$ cat config.mk
export PLATFORM = sky130hd
export DESIGN_NAME = ctrl_regfile
export DESIGN_NICKNAME = d
export VERILOG_FILES = /design/src/verilog/sauria_pkg.sv /design/src/verilog/ctrl_regfile.sv
export VERILOG_INCLUDE_DIRS = /design/src /design/src/include
export SDC_FILE = /design/constraint.sdc
export NUM_CORES = 1
export LEC_CHECK = 0
export ABC_AREA = 1
export BUFFER_PORTS_ARGS = -buffer_cell sky130_fd_sc_hd__buf_4
export CAP_MARGIN = 30
export CORE_MARGIN = 1.5
export CORE_UTILIZATION = 40
export CTS_BUF_LIST = sky130_fd_sc_hd__clkbuf_8
export DETAILED_ROUTE_END_ITERATION = 8
export GPL_ROUTABILITY_DRIVEN = 0
export HOLD_SLACK_MARGIN = 0.12
export PLACE_DENSITY = 0.89
export SLEW_MARGIN = 20
export SYNTH_ARGS = -nofsm -noshare
export SYNTH_HDL_FRONTEND = slang
export SYNTH_SLANG_ARGS = --single-unit
$ cat constraint.sdc
create_clock -name i_system_clk -period 0.8 [get_ports i_system_clk]
set_input_delay 0.04 -clock i_system_clk [delete_from_list [all_inputs] [get_ports i_system_clk]]
set_output_delay 0.04 -clock i_system_clk [all_outputs]
set_load 0.02 [all_outputs]
$ cat src/include/sauria_params.svh
// SAURIA configuration subsystem parameters
// Bus widths, scratchpad geometry, address region codes,
// register indices and the unmapped-address read word

`ifndef SAURIA_PARAMS_SVH
`define SAURIA_PARAMS_SVH

// Configuration bus
`define SAURIA_ADDR_W   32
`define SAURIA_DATA_W   32

// Scratchpad geometry
`define SCRATCH_DEPTH   64
`define SCRATCH_IDX_W   6
// Copy length of 0 to 64 words
`define COUNT_W         7

// Address bits 15:12 select the region
`define REGION_REGS     4'h0
`define REGION_MEM      4'h1

// Register indices from address bits 4:2
`define REG_CTRL        3'd0
`define REG_STATUS      3'd1
`define REG_SRC         3'd2
`define REG_DST         3'd3
`define REG_LEN         3'd4

// Read data returned for unmapped addresses
`define BAD_ADDR_WORD   32'h0BADADD2

`endif

$ cat src/verilog/sauria_pkg.sv
// SAURIA configuration subsystem types
// Vector typedefs for addresses, data words, scratchpad indices
// and copy lengths, plus the dataflow controller state encoding

`default_nettype none

`include "sauria_params.svh"

package sauria_pkg;

    // ------------------------------------------------------------
    // Bus and data
    // ------------------------------------------------------------
    typedef logic [`SAURIA_ADDR_W-1:0]  cfg_addr_t;
    typedef logic [`SAURIA_DATA_W-1:0]  cfg_data_t;

    // ------------------------------------------------------------
    // Scratchpad and copy descriptor
    // ------------------------------------------------------------
    typedef logic [`SCRATCH_IDX_W-1:0]  mem_idx_t;
    typedef logic [`COUNT_W-1:0]        word_count_t;

    // Register index within the register region
    typedef logic [2:0]                 reg_idx_t;

    // Dataflow controller states
    typedef enum logic [1:0] {
        IDLE,
        READ,
        WRITE,
        DONE
    } ctrl_state_t;

endpackage

`default_nettype wire

$ cat src/verilog/ctrl_regfile.sv
// Control register block
// CTRL (start trigger, interrupt enable), STATUS (busy, sticky done),
// and the SRC, DST and LEN copy descriptor. Raises the start pulse
// for the controller and the completion interrupt.

`timescale 1ns/10ps
`default_nettype none

`include "sauria_params.svh"

module ctrl_regfile
    import sauria_pkg::*;
(
    input  logic        i_system_clk,
    input  logic        i_arst_n,

    input  logic        i_reg_we,
    input  reg_idx_t    i_reg_idx,
    input  cfg_data_t   i_reg_wdat,
    output cfg_data_t   o_reg_rdat,

    input  logic        i_busy,
    input  logic        i_done,
    output logic        o_start,
    output mem_idx_t    o_src,
    output mem_idx_t    o_dst,
    output word_count_t o_len,
    output logic        o_intr
);

    logic        intr_en_q;
    logic        done_flag_q;
    mem_idx_t    src_q;
    mem_idx_t    dst_q;
    word_count_t len_q;

    // ------------------------------------------------------------
    // Register writes
    // ------------------------------------------------------------
    always_ff @(posedge i_system_clk or negedge i_arst_n) begin
        if (!i_arst_n) begin
            intr_en_q   <= 1'b0;
            done_flag_q <= 1'b0;
            src_q       <= '0;
            dst_q       <= '0;
            len_q       <= '0;
            o_start     <= 1'b0;
        end else begin
            // Start only when the controller is free
            o_start <= i_reg_we && (i_reg_idx == `REG_CTRL) && i_reg_wdat[0]
                       && !i_busy && !o_start;

            if (i_reg_we) begin
                case (i_reg_idx)
                    `REG_CTRL:   intr_en_q <= i_reg_wdat[1];
                    `REG_SRC:    src_q     <= i_reg_wdat[`SCRATCH_IDX_W-1:0];
                    `REG_DST:    dst_q     <= i_reg_wdat[`SCRATCH_IDX_W-1:0];
                    `REG_LEN: begin
                        // Saturate at the scratchpad size
                        if (i_reg_wdat > `SCRATCH_DEPTH) begin
                            len_q <= word_count_t'(`SCRATCH_DEPTH);
                        end else begin
                            len_q <= i_reg_wdat[`COUNT_W-1:0];
                        end
                    end
                    default: ;
                endcase
            end

            // Set wins over a write-one clear in the same cycle
            if (i_done) begin
                done_flag_q <= 1'b1;
            end else if (i_reg_we && (i_reg_idx == `REG_STATUS) && i_reg_wdat[1]) begin
                done_flag_q <= 1'b0;
            end
        end
    end

    // ------------------------------------------------------------
    // Read mux
    // ------------------------------------------------------------
    always_comb begin
        o_reg_rdat = '0;
        case (i_reg_idx)
            `REG_CTRL:   o_reg_rdat[1]   = intr_en_q;
            `REG_STATUS: o_reg_rdat[1:0] = {done_flag_q, i_busy};
            `REG_SRC:    o_reg_rdat      = cfg_data_t'(src_q);
            `REG_DST:    o_reg_rdat      = cfg_data_t'(dst_q);
            `REG_LEN:    o_reg_rdat      = cfg_data_t'(len_q);
            default:     o_reg_rdat      = '0;
        endcase
    end

    assign o_src  = src_q;
    assign o_dst  = dst_q;
    assign o_len  = len_q;
    assign o_intr = done_flag_q && intr_en_q;

    // Controller must never see a start while it is running
    a_start_idle: assert property (
        @(posedge i_system_clk) disable iff (!i_arst_n)
        o_start |-> !i_busy
    );

endmodule

`default_nettype wire

== Yosys cells after proc, flatten, opt, wreduce, memory -nomap -nowiden ==
Index checks and enable logic that the tools add are counted.
W data, S select, Z words.

* Output and inout bits: 53
* Word-level logic and storage cells: 32
* Bits of input ports: 40
* Flip-flop bits (word level): 22

* Reduce and logical (&&, ||, !) cells: 15
* Magnitude comparators: 1
* Muxes and demuxes: 6
* Eq/ne operators: 4

{| class="wikitable"
|+ Operators by type and width
! cell !! number
|-
| $gt A32 B7 Y1 const B || 1
|-
| $pmux W5 S3 || 1
|-
| $reduce_and A2 Y1 || 4
|-
| $logic_and A1 B1 Y1 || 7
|-
| $mux W7 || 1
|-
| $eq A3 B2 Y1 const B || 2
|-
| $pmux W1 S5 || 1
|-
| $pmux W1 S4 || 1
|-
| $eq A3 B1 Y1 const B || 1
|-
| $eq A3 B3 Y1 const B || 1
|-
| $logic_not A3 Y1 || 1
|-
| $logic_not A1 Y1 || 2
|-
| $mux W1 || 2
|-
| $reduce_bool A2 Y1 || 1
|}

== Depth between registers and ports, before layout ==
Gate-level depths: netlist (run 1).

* Depth after elaboration: 5
* Mapped depth: 7
* Mapped depth without buffers: 7

== Least setup slack after synthesis (run 1) ==
OpenSTA, ideal clock, no wires.

* Path kind: register to output
* Start point: register len_q[6] (netlist: o_len[6])
* End point: output o_reg_rdat[6]
* Buffers on the path: 0
* Stages on the path, launching flop included: 3
* Data required time: 0.760 ns
* Data arrival time: 0.806 ns
* Slack: -0.046 ns
* Cell sequence: dfrtp_1 > inv_1 > nor2_1

* Cells in the longest elaborated chain, start to end: 1

{| class="wikitable"
|+ RTL lines
! element !! line !! RTL
|-
| start, declared || ctrl_regfile.sv:35 || <nowiki>word_count_t len_q;</nowiki>
|-
| start signal, assigned || ctrl_regfile.sv:61 || <nowiki>len_q <= word_count_t'(`SCRATCH_DEPTH);</nowiki>
|-
| start signal, assigned || ctrl_regfile.sv:63 || <nowiki>len_q <= i_reg_wdat[`COUNT_W-1:0];</nowiki>
|-
| $pmux W5 S3 || ctrl_regfile.sv:84 || <nowiki>case (i_reg_idx)</nowiki>
|-
| end, declared || ctrl_regfile.sv:20 || <nowiki>output cfg_data_t o_reg_rdat,</nowiki>
|}

Every way passes these cells.

== Worst setup path in the final report (run 1) ==
* Start point: register intr_en_q
* End point: output o_reg_rdat[1]

* Cells in the longest elaborated chain, start to end: 1

{| class="wikitable"
|+ RTL lines
! element !! line !! RTL
|-
| start, declared || ctrl_regfile.sv:31 || <nowiki>logic intr_en_q;</nowiki>
|-
| start signal, assigned || ctrl_regfile.sv:55 || <nowiki>`REG_CTRL: intr_en_q <= i_reg_wdat[1];</nowiki>
|-
| $pmux W1 S5 || ctrl_regfile.sv:84 ||
|}

Every way passes these cells.

==> impl_metrics.env, run 1 <==
export IMPL_outcome="finished, violations left"
export IMPL_violations="hold timing, setup timing"
export IMPL_wl_per_cell_um=12.8
export IMPL_ys_warn_count=0
export IMPL_worstPathRequired_ns=0.76
export IMPL_cap_violations=0
export IMPL_row_count=21
export IMPL_fin_area_um2=2580
export IMPL_endpoint_kind="output pin"
export IMPL_synth_cells=197
export IMPL_cts_sinks=22
export IMPL_rsz0062_at_grt="yes"
export IMPL_swShare_pct=31.5
export IMPL_combPwrFrac_pct=41.1
export IMPL_power_frac_seq_pct=33.3
export IMPL_cp_max_fo=2
export IMPL_dieWidth_um=63.5
export IMPL_setup_viol=32
export IMPL_max_stage_delay_ns=0.39
export IMPL_cpMaxStageDelayCell="dfrtp_1"
export IMPL_p_leak_uw=0.00140
export IMPL_hold_viol_final=1
export IMPL_track_usage_pct=21.7
export IMPL_grt_pass1_vias=1653
export IMPL_cts_tree="built"
export IMPL_die_area_um2=4030
export IMPL_synth_seq_cells=22
export IMPL_hold_buffers=3
export IMPL_overflow=0
export IMPL_cp_num_buf_inv=2
export IMPL_htreeDepth=1
export IMPL_power_per_cell_area_nw_per_um2=1590
export IMPL_worst_slack_ns=-0.360
export IMPL_cts_made_buffers=3
export IMPL_final_common_cell="buf_4"
export IMPL_fmax_mhz=862
export IMPL_tns_ns=-5.09
export IMPL_start_util_pct=42.9
export IMPL_clockRootBuffer="clkbuf_8"
export IMPL_portBuffers=67
export IMPL_hp_class="primary input to register"
export IMPL_slew_violations=0
export IMPL_first_iter_violations=64
export IMPL_num_vias=1636
export IMPL_final_nets=349
export IMPL_ant_nets=0
export IMPL_synth_seq_area_share_pct=37.6
export IMPL_avgSynthCellArea_um2=7.44
export IMPL_antenna_found_initial=0
export IMPL_worstSetupPathType="register to output pin"
export IMPL_layout_common_cells="buf_4 (61), nand2_1 (47), buf_6 (47)"
export IMPL_yosysUniqueCellTypes=23
export IMPL_synth_area_leaders="dfrtp_1 (38%), nand2_1 (16%), buf_4 (13%), nor2_1 (6.4%), nand3_1 (5.1%)"
export IMPL_drc=0
export IMPL_power_frac_clock_pct=25.6
export IMPL_grt_pass1_wl_mm=7.04
export IMPL_insertedDiodeCount=0
export IMPL_dp_hpwl_mm=3.01
export IMPL_core_area_um2=3420
export IMPL_hold_slack_ns=-0.0582
export IMPL_switchingPower_uw=1290
export IMPL_fin_crit_sh_pct=145
export IMPL_min_period_ns=1.16
export IMPL_startpoint_type="register"
export IMPL_clk_pin_slew_ns=0.08
export IMPL_internal_power_uw=2800
export IMPL_drive_above_1_share_pct=51.6
export IMPL_area_delta_synth_final_pct=76.0
export IMPL_clk_latency_ns=0.26
export IMPL_clock_skew_ns=0
export IMPL_crit_arrival_ns=1.12
export IMPL_synth_area_um2=1470
export IMPL_wirelength_mm=4.52
export IMPL_synth_top_area_cell="dfrtp_1"
export IMPL_placed_cell_area_um2=2060
export IMPL_vias_per_cell=4.62
export IMPL_synth_top_area_share_pct=37.6
export IMPL_peakVddDrop_uv=1240
export IMPL_cts_buffer_depth=2
export IMPL_pin_count=93
export IMPL_cp_top_family="flip-flops"
export IMPL_worstPathCellList="nand3_1, o21ai_2, inv_1, nand4_1, buf_4"
export IMPL_grt_max_degree=23
export IMPL_drt_pass1_iter_count=4
export IMPL_die_y_um=63.5
kinds of logic after synthesis:
kind of cell	share of synthesized area, %
simple gates	35.5
other cells	0.256
compound gates	7.77
buf+inv	18.9
flops	37.6
layer usage:
layer  wire, µm  GRT usage [%]  vias up
met2       2510           42.5       61
met4         14           4.89        0
met3        235           3.21        3
li1           -              -      792
met5          0              0        -
met1       1750           24.2      780
synthesized netlist by cell type (all sizes together):
cell,count
nand2,66
nor2,28
buf,27
dfrtp,22
inv,17
nand3,15
o21ai,15
nor3,2
conb,1
nand4,1
nor4,1
o2111ai,1
o21bai,1
power groups by stage:
| stage | Clock (µW) | Sequential [µW] | Combinational [µW] |
|---|---|---|---|
| 6_report | 1050 | 1360 | 1680 |
| 5_1_grt | 1130 | 1370 | 1800 |
| 4_1_cts | 1030 | 1350 | 1460 |
| 3_5_place_dp | 0 | 1370 | 1160 |
| 3_3_place_gp | 0 | 1370 | 1140 |
| 2_1_floorplan | 0 | 1520 | 514 |
sequential cells by signal, indices dropped and copies added, names as in the netlist:
register / count
done_flag_q: 1
o_len: 7
o_dst: 6
o_src: 6
o_start: 1
intr_en_q: 1
stage by stage:
stage	power [µW]	setup WS [ns]	instances	utilization, %
global placement	2510	-0.140	327	60.4
CTS	3840	-0.299	346	71.3
global route	4300	-0.415	354	75.5
finish	4090	-0.360	354	75.5
floorplan	2030	-0.00345	221	-
detailed placement	2530	-0.181	327	60.4
path summary, 6_finish.rpt:
check                           from            end  slack [ns]  depth (start not counted)
setup / recovery           intr_en_q  o_reg_rdat[1]       -0.36                          5
hold / removal                i_busy        o_start       -0.06                          2
setup reg to reg            o_len[0]       o_len[0]       -0.06                          4
hold reg to reg              o_start        o_start        0.49                          1
max in group asynchronous   i_arst_n    done_flag_q        0.38                          2
min in group asynchronous   i_arst_n       o_dst[5]        0.19                          2
final cells by class:
class                      count  area [µm²]
tap                           46        57.6
inverter                      17        68.8
fill                         233         837
sequential                    22         551
multi-input combinational    155         823
timing repair buffer         110        1010
clock buffer                   3        41.3
clock inverter                 1        30.0
timing repair:
action                                 CTS  global route
resized for setup                       49            33
pin swaps                               17             9
setup endpoints to repair               28            40
buffers inserted                        12            11
endpoints found under the hold margin   26             1
Power figures use the tool's default switching activity.
==> inputs of run 2 (changes only) <==
--- a/config.mk
+++ b/config.mk
@@ -13,7 +13,6 @@
 export CORE_UTILIZATION = 40
 export CTS_BUF_LIST = sky130_fd_sc_hd__clkbuf_8
 export DETAILED_ROUTE_END_ITERATION = 8
-export GPL_ROUTABILITY_DRIVEN = 0
 export HOLD_SLACK_MARGIN = 0.12
 export PLACE_DENSITY = 0.89
 export SLEW_MARGIN = 20
==> constraint.sdc (replaced) <==
create_clock -name i_system_clk -period 0.8 [get_ports i_system_clk]
set_input_delay 0.04 -clock i_system_clk [delete_from_list [all_inputs] [get_ports i_system_clk]]
set_output_delay 0.04 -clock i_system_clk [all_outputs]
set_load 0.1 [all_outputs]
==> run 2 against run 1 <==
The flow finishes with violations (setup timing); cell count rose by 2.8%; sequential cell count did not move; highest routed layer unchanged; largest power group unchanged; global-route usage rose by 8.1 points; critical endpoint unchanged; sequential power rose by 12%.
==> impl_metrics.env, run 2 (synthesized netlist as in run 1, its figures left out) <==
export IMPL_clk_pin_slew_ns=0.10
export IMPL_grt_busiest_layer="met2"
export IMPL_worst_slack_ns=-0.516
export IMPL_vias_per_cell=5.39
export IMPL_dieWidth_um=63.5
export IMPL_max_stage_delay_ns=0.41
export IMPL_core_area_um2=3420
export IMPL_slew_violations=0
export IMPL_cts_buffer_depth=2
export IMPL_final_common_cell="buf_4"
export IMPL_final_nets=359
export IMPL_drc=0
export IMPL_grt_pass1_vias=1735
export IMPL_ant_nets=0
export IMPL_layout_common_cells="buf_4 (57), nand2_1 (33), buf_12 (31)"
export IMPL_fin_crit_sh_pct=164
export IMPL_outcome="finished, violations left"
export IMPL_placed_cell_area_um2=2360
export IMPL_startpoint_type="register"
export IMPL_fin_area_um2=3260
export IMPL_hold_viol_final=0
export IMPL_cpMaxStageDelayCell="dfrtp_1"
export IMPL_clk_latency_ns=0.26
export IMPL_min_period_ns=1.32
export IMPL_clock_skew_ns=0
export IMPL_area_delta_synth_final_pct=122
export IMPL_die_y_um=63.5
export IMPL_dp_hpwl_mm=3.28
export IMPL_place_inst=336
export IMPL_p_leak_uw=0.00166
export IMPL_drive_above_1_share_pct=63.8
export IMPL_violations="setup timing"
export IMPL_setup_viol=49
export IMPL_cp_num_buf_inv=3
export IMPL_num_vias=1962
export IMPL_gr_usage_met1_pct=40.0
export IMPL_hp_class="primary input to register"
export IMPL_pin_count=93
export IMPL_power_per_cell_area_nw_per_um2=2000
export IMPL_cp_top_family="flip-flops"
export IMPL_gp_congestion=0.812
export IMPL_track_usage_pct=29.8
export IMPL_cts_made_buffers=3
export IMPL_use_met2_pct=52.0
export IMPL_cts_sinks=22
export IMPL_clockRootBuffer="clkbuf_8"
export IMPL_worstSetupPathType="register to output pin"
export IMPL_die_area_um2=4030
export IMPL_cts_tree="built"
export IMPL_cp_max_fo=2
export IMPL_fmax_mhz=760
export IMPL_largest_reg_flops=7
export IMPL_crit_arrival_ns=1.28
export IMPL_rsz0062_at_grt="yes"
export IMPL_grt_max_degree=23
export IMPL_endpoint_kind="output pin"
export IMPL_wl_per_cell_um=21.5
export IMPL_htreeDepth=1
export IMPL_worstPathRequired_ns=0.76
export IMPL_antenna_found_initial=0
export IMPL_insertedDiodeCount=0
export IMPL_peakVddDrop_uv=2330
export IMPL_portBuffers=67
export IMPL_start_util_pct=42.9
export IMPL_first_iter_violations=137
export IMPL_final_cells=364
export IMPL_cap_violations=0
export IMPL_drt_pass1_iter_count=5
export IMPL_final_util_pct=95.3
export IMPL_grt_use_met3_pct=3.39
export IMPL_grt_pass1_wl_mm=9.29
export IMPL_wirelength_mm=7.82
export IMPL_overflow=0
export IMPL_row_count=21
export IMPL_worstPathCellList="inv_2, o21ai_1, inv_1, nand4_1, buf_12"
-- run 2: cell types whose count changed in the layout (fill, tap and decap cells not counted), sizes merged --
cell	previous run	this run
buf	108	116
dlygate4sd3	2	4
inv	16	15
clkinvlp	0	1
-- run 2: layer usage --
| layer | wire [µm] | up-vias |
|---|---|---|
| li1 | - | 809 |
| met1 | 2920 | 943 |
| met2 | 3750 | 179 |
| met3 | 749 | 31 |
| met4 | 401 | 0 |
| met5 | 0 | - |
-- run 2: worst min-delay path: stages --
cell     delay (ns)
buf_4          0.10
buf_4          0.11
nand3_2        0.07
nand2_2        0.05
-- run 2: metrics by stage --
stage	setup TNS, ns	hold slack [ns]	power, µW	worst slack [ns]
5_1_grt	-12.39	0.129	6640	-0.539
4_1_cts	-8.53	0.121	6010	-0.436
3_3_place_gp	-6.60	-0.0572	4210	-0.317
6_report	-11.76	0.126	6520	-0.516
3_5_place_dp	-7.22	-0.0598	4250	-0.379
2_1_floorplan	-4.89	-0.256	3620	-0.851
-- run 2: path summary, 6_finish.rpt --
kind / from / to / slack (ns) / depth (start not counted)
worst min-delay path: i_reg_wdat[5] / o_len[5] / 0.13 / 4
worst max-delay path: done_flag_q / o_reg_rdat[1] / -0.52 / 5
max in group asynchronous: i_arst_n / o_len[6] / 0.28 / 2
min in group asynchronous: i_arst_n / o_src[5] / 0.25 / 2
worst min register to register: o_start / o_start / 0.62 / 2
worst max register to register: intr_en_q / intr_en_q / -0.28 / 5
-- run 2: power by group --
group	leakage [µW]	total (µW)	switching [µW]	internal, µW
Combinational	0.00138	3910	2530	1390
Sequential	0.000251	1530	203	1330
Clock	0.0000357	1070	406	669
Total	0.00166	6520	3130	3380
-- run 2: final cells by class --
cell class,instances,area (µm²)
clock inverter,1,30.0
multi-input combinational,155,1020
clock buffer,3,41.3
sequential,22,626
fill,77,159
timing repair buffer,120,1400
tap,46,57.6
inverter,17,82.6
-- run 2: repair_timing --
action / in CTS / in global routing
hold buffers: 4 / 0
gates resized for setup: 115 / 45
cloned: 0 / 0
pin swaps: 11 / 14
setup endpoints to repair: 40 / 49
endpoints found under the hold margin: 27 / 0
buffers inserted: 5 / 20
==> inputs of run 3 (changes only) <==
--- a/config.mk
+++ b/config.mk
@@ -6,11 +6,10 @@
 export SDC_FILE = /design/constraint.sdc
 export NUM_CORES = 1
 export LEC_CHECK = 0
-export ABC_AREA = 1
 export BUFFER_PORTS_ARGS = -buffer_cell sky130_fd_sc_hd__buf_4
 export CAP_MARGIN = 30
 export CORE_MARGIN = 1.5
-export CORE_UTILIZATION = 40
+export CORE_UTILIZATION = 39
 export CTS_BUF_LIST = sky130_fd_sc_hd__clkbuf_8
 export DETAILED_ROUTE_END_ITERATION = 8
 export HOLD_SLACK_MARGIN = 0.12
==> run 3 against run 2 <==
The flow finishes with violations (hold timing, setup timing); cell area down 4.2%; largest cell class unchanged; critical path depth shrank 1; cell count fell by 15%; highest routed layer unchanged; global-route usage up 6.5 points; fmax down 19%; synthesized cell count fell by 28%; sequential power barely moved; largest power group unchanged; wire length down 0.82%; synthesized area is 7.3% lower; via count fell by 13%.
==> impl_metrics.env, run 3 <==
export IMPL_totalPowerFinal_uw=6360
export IMPL_track_usage_pct=36.3
export IMPL_worst_slack_ns=-0.828
export IMPL_async_flop_share_pct=100
export IMPL_grt_busiest_layer="met2"
export IMPL_violations="hold timing, setup timing"
export IMPL_startpoint_type="register"
export IMPL_final_cells=310
export IMPL_hold_viol_final=1
export IMPL_antenna_found_initial=0
export IMPL_cts_sinks=22
export IMPL_synthFlopType="dfrtp_1"
export IMPL_overflow=0
export IMPL_worstPathRequired_ns=0.76
export IMPL_die_y_um=62
export IMPL_grt_pass1_wl_mm=9.69
export IMPL_clk_pin_slew_ns=0.09
export IMPL_num_vias=1703
export IMPL_grt_pass1_vias=1778
export IMPL_clock_skew_ns=0
export IMPL_final_util_pct=93.5
export IMPL_dieWidth_um=62
export IMPL_fin_crit_sh_pct=203
export IMPL_grt_use_met3_pct=7.25
export IMPL_largest_reg_flops=7
export IMPL_power_frac_seq_pct=23.7
export IMPL_drc=0
export IMPL_synth_top_area_cell="dfrtp_1"
export IMPL_cts_made_buffers=3
export IMPL_switchingPower_uw=3140
export IMPL_clk_latency_ns=0.28
export IMPL_outcome="finished, violations left"
export IMPL_layout_common_cells="buf_4 (59), buf_6 (33), buf_12 (28)"
export IMPL_hold_slack_ns=-0.0516
export IMPL_fmax_mhz=614
export IMPL_cpMaxStageDelayCell="dfrtp_4"
export IMPL_start_util_pct=40.7
export IMPL_p_leak_uw=0.00142
export IMPL_rsz0062_at_grt="yes"
export IMPL_worstPathCellList="mux4_2, inv_2, o21ai_4, buf_12"
export IMPL_yosysMostFrequentCell="buf_4"
export IMPL_ant_nets=0
export IMPL_cp_max_fo=2
export IMPL_row_count=21
export IMPL_vias_per_cell=5.49
export IMPL_min_period_ns=1.63
export IMPL_yosys_top_cells_count="buf_4 (26), dfrtp_1 (22), nand2_1 (17)"
export IMPL_synth_area_um2=1360
export IMPL_use_met2_pct=63.1
export IMPL_max_stage_delay_ns=0.50
export IMPL_ys_warn_count=0
export IMPL_gp_congestion=0.790
export IMPL_place_inst=286
export IMPL_worstSetupPathType="register to output pin"
export IMPL_hp_class="primary input to register"
export IMPL_synth_area_leaders="dfrtp_1 (41%), buf_4 (14%), mux2_2 (6.6%), nand2_1 (4.7%), o21ai_0 (4.4%)"
export IMPL_cts_tree="built"
export IMPL_crit_arrival_ns=1.59
export IMPL_gr_usage_met1_pct=40.9
export IMPL_cap_violations=0
export IMPL_hold_buffers=5
export IMPL_insertedDiodeCount=0
export IMPL_wl_per_cell_um=25.0
export IMPL_power_per_cell_area_nw_per_um2=2040
export IMPL_swShare_pct=49.4
export IMPL_avgSynthCellArea_um2=9.63
export IMPL_grt_max_degree=23
export IMPL_tns_ns=-15.79
export IMPL_first_iter_violations=97
export IMPL_slew_violations=0
export IMPL_area_delta_synth_final_pct=130
export IMPL_final_nets=305
export IMPL_combPwrFrac_pct=63.8
export IMPL_final_common_cell="buf_4"
export IMPL_synth_top_area_share_pct=40.6
export IMPL_htreeDepth=1
export IMPL_internal_power_uw=3220
export IMPL_setup_viol=49
export IMPL_peakVddDrop_uv=1670
export IMPL_pin_count=93
export IMPL_synth_seq_cells=22
export IMPL_core_area_um2=3340
export IMPL_die_area_um2=3840
export IMPL_yosysUniqueCellTypes=33
export IMPL_synth_cells=141
export IMPL_drive_above_1_share_pct=75.0
export IMPL_power_frac_clock_pct=12.6
export IMPL_clockRootBuffer="clkbuf_8"
export IMPL_drt_pass1_iter_count=4
export IMPL_synth_edff_count=0
export IMPL_wirelength_mm=7.75
export IMPL_dp_hpwl_mm=3.33
export IMPL_synth_seq_area_share_pct=40.6
export IMPL_portBuffers=67
export IMPL_endpoint_kind="output pin"
export IMPL_cts_buffer_depth=2
## run 3: cell count changes after synthesis, sizes merged, moves of 2 or more
cell	previous run	this run
clkbuf	0	2
inv	17	8
mux2	0	8
mux2i	0	4
nand2	66	17
nand2b	0	3
nand3	15	2
nor2	28	5
nor3	2	5
o21ai	15	18
or4	0	4
## run 3: routing by layer
layer  vias up  share of wire [%]  wire length [µm]
met4         0                6.4               493
met1       856                 36              2790
li1        679                  -                 -
met5         -                  0                 0
met2       123                 51              3930
met3        45                7.0               544
## run 3: critical path: cells and delay by family (launching register included)
kind,cells,cell delay [ns]
AOI/OAI and AO/OA,1,0.06
DFF,1,0.50
muxes,1,0.49
buffers and inverters,2,0.26
## run 3: cell type report
cell class              instances  area, µm²
multi-input cells             105        948
inverters                       8       32.5
fillers                       112        218
clock buffers                   3       41.3
flip-flops and latches         22        611
well taps                      46       57.6
repair buffers                125       1430
clock inverters                 1       3.75
## run 3: power by group through the flow
stage          Combinational, µW  Sequential (µW)  Clock [µW]
3_3_place_gp                2960             1480           0
4_1_cts                     3790             1480         749
3_5_place_dp                2990             1480           0
6_report                    4060             1510         799
2_1_floorplan               1380             2420           0
5_1_grt                     4140             1510         827
## run 3: final timing paths
| path | slack [ns] | start | end | cells past startpoint |
|---|---|---|---|---|
| min in group asynchronous | 0.19 | i_arst_n | o_len[5] | 2 |
| worst max register to register | -0.31 | o_dst[1] | o_dst[1] | 5 |
| worst min-delay path | -0.05 | i_busy | o_start | 2 |
| worst min register to register | 0.57 | o_start | o_start | 1 |
| worst max-delay path | -0.83 | o_dst[1] | o_reg_rdat[1] | 4 |
| max in group asynchronous | 0.34 | i_arst_n | o_start | 2 |
## run 3: cells by family (layout without fill, tap and decap cells)
kind of cell    after synthesis  count (layout)  synth area share (%)
compound gates               22              22                  10.9
other cells                   1              25                 0.276
mux                          13              13                  11.2
flops                        22              22                  40.6
simple gates                 45              45                  19.3
buf+inv                      38             137                  17.8
## run 3: metrics by stage
stage | worst slack (ns) | cell area (µm²)
after global placement | -0.616 | 2360
after global routing | -0.846 | 3120
after CTS | -0.773 | 3010
final | -0.828 | 3120
after floorplan | -0.735 | 1730
after detailed placement | -0.677 | 2360
## run 3: what timing repair did
item,CTS,global route
pin swaps,8,11
buffers inserted,13,11
endpoints found under the hold margin,36,2
setup endpoints to repair,49,49
resized for setup,116,35
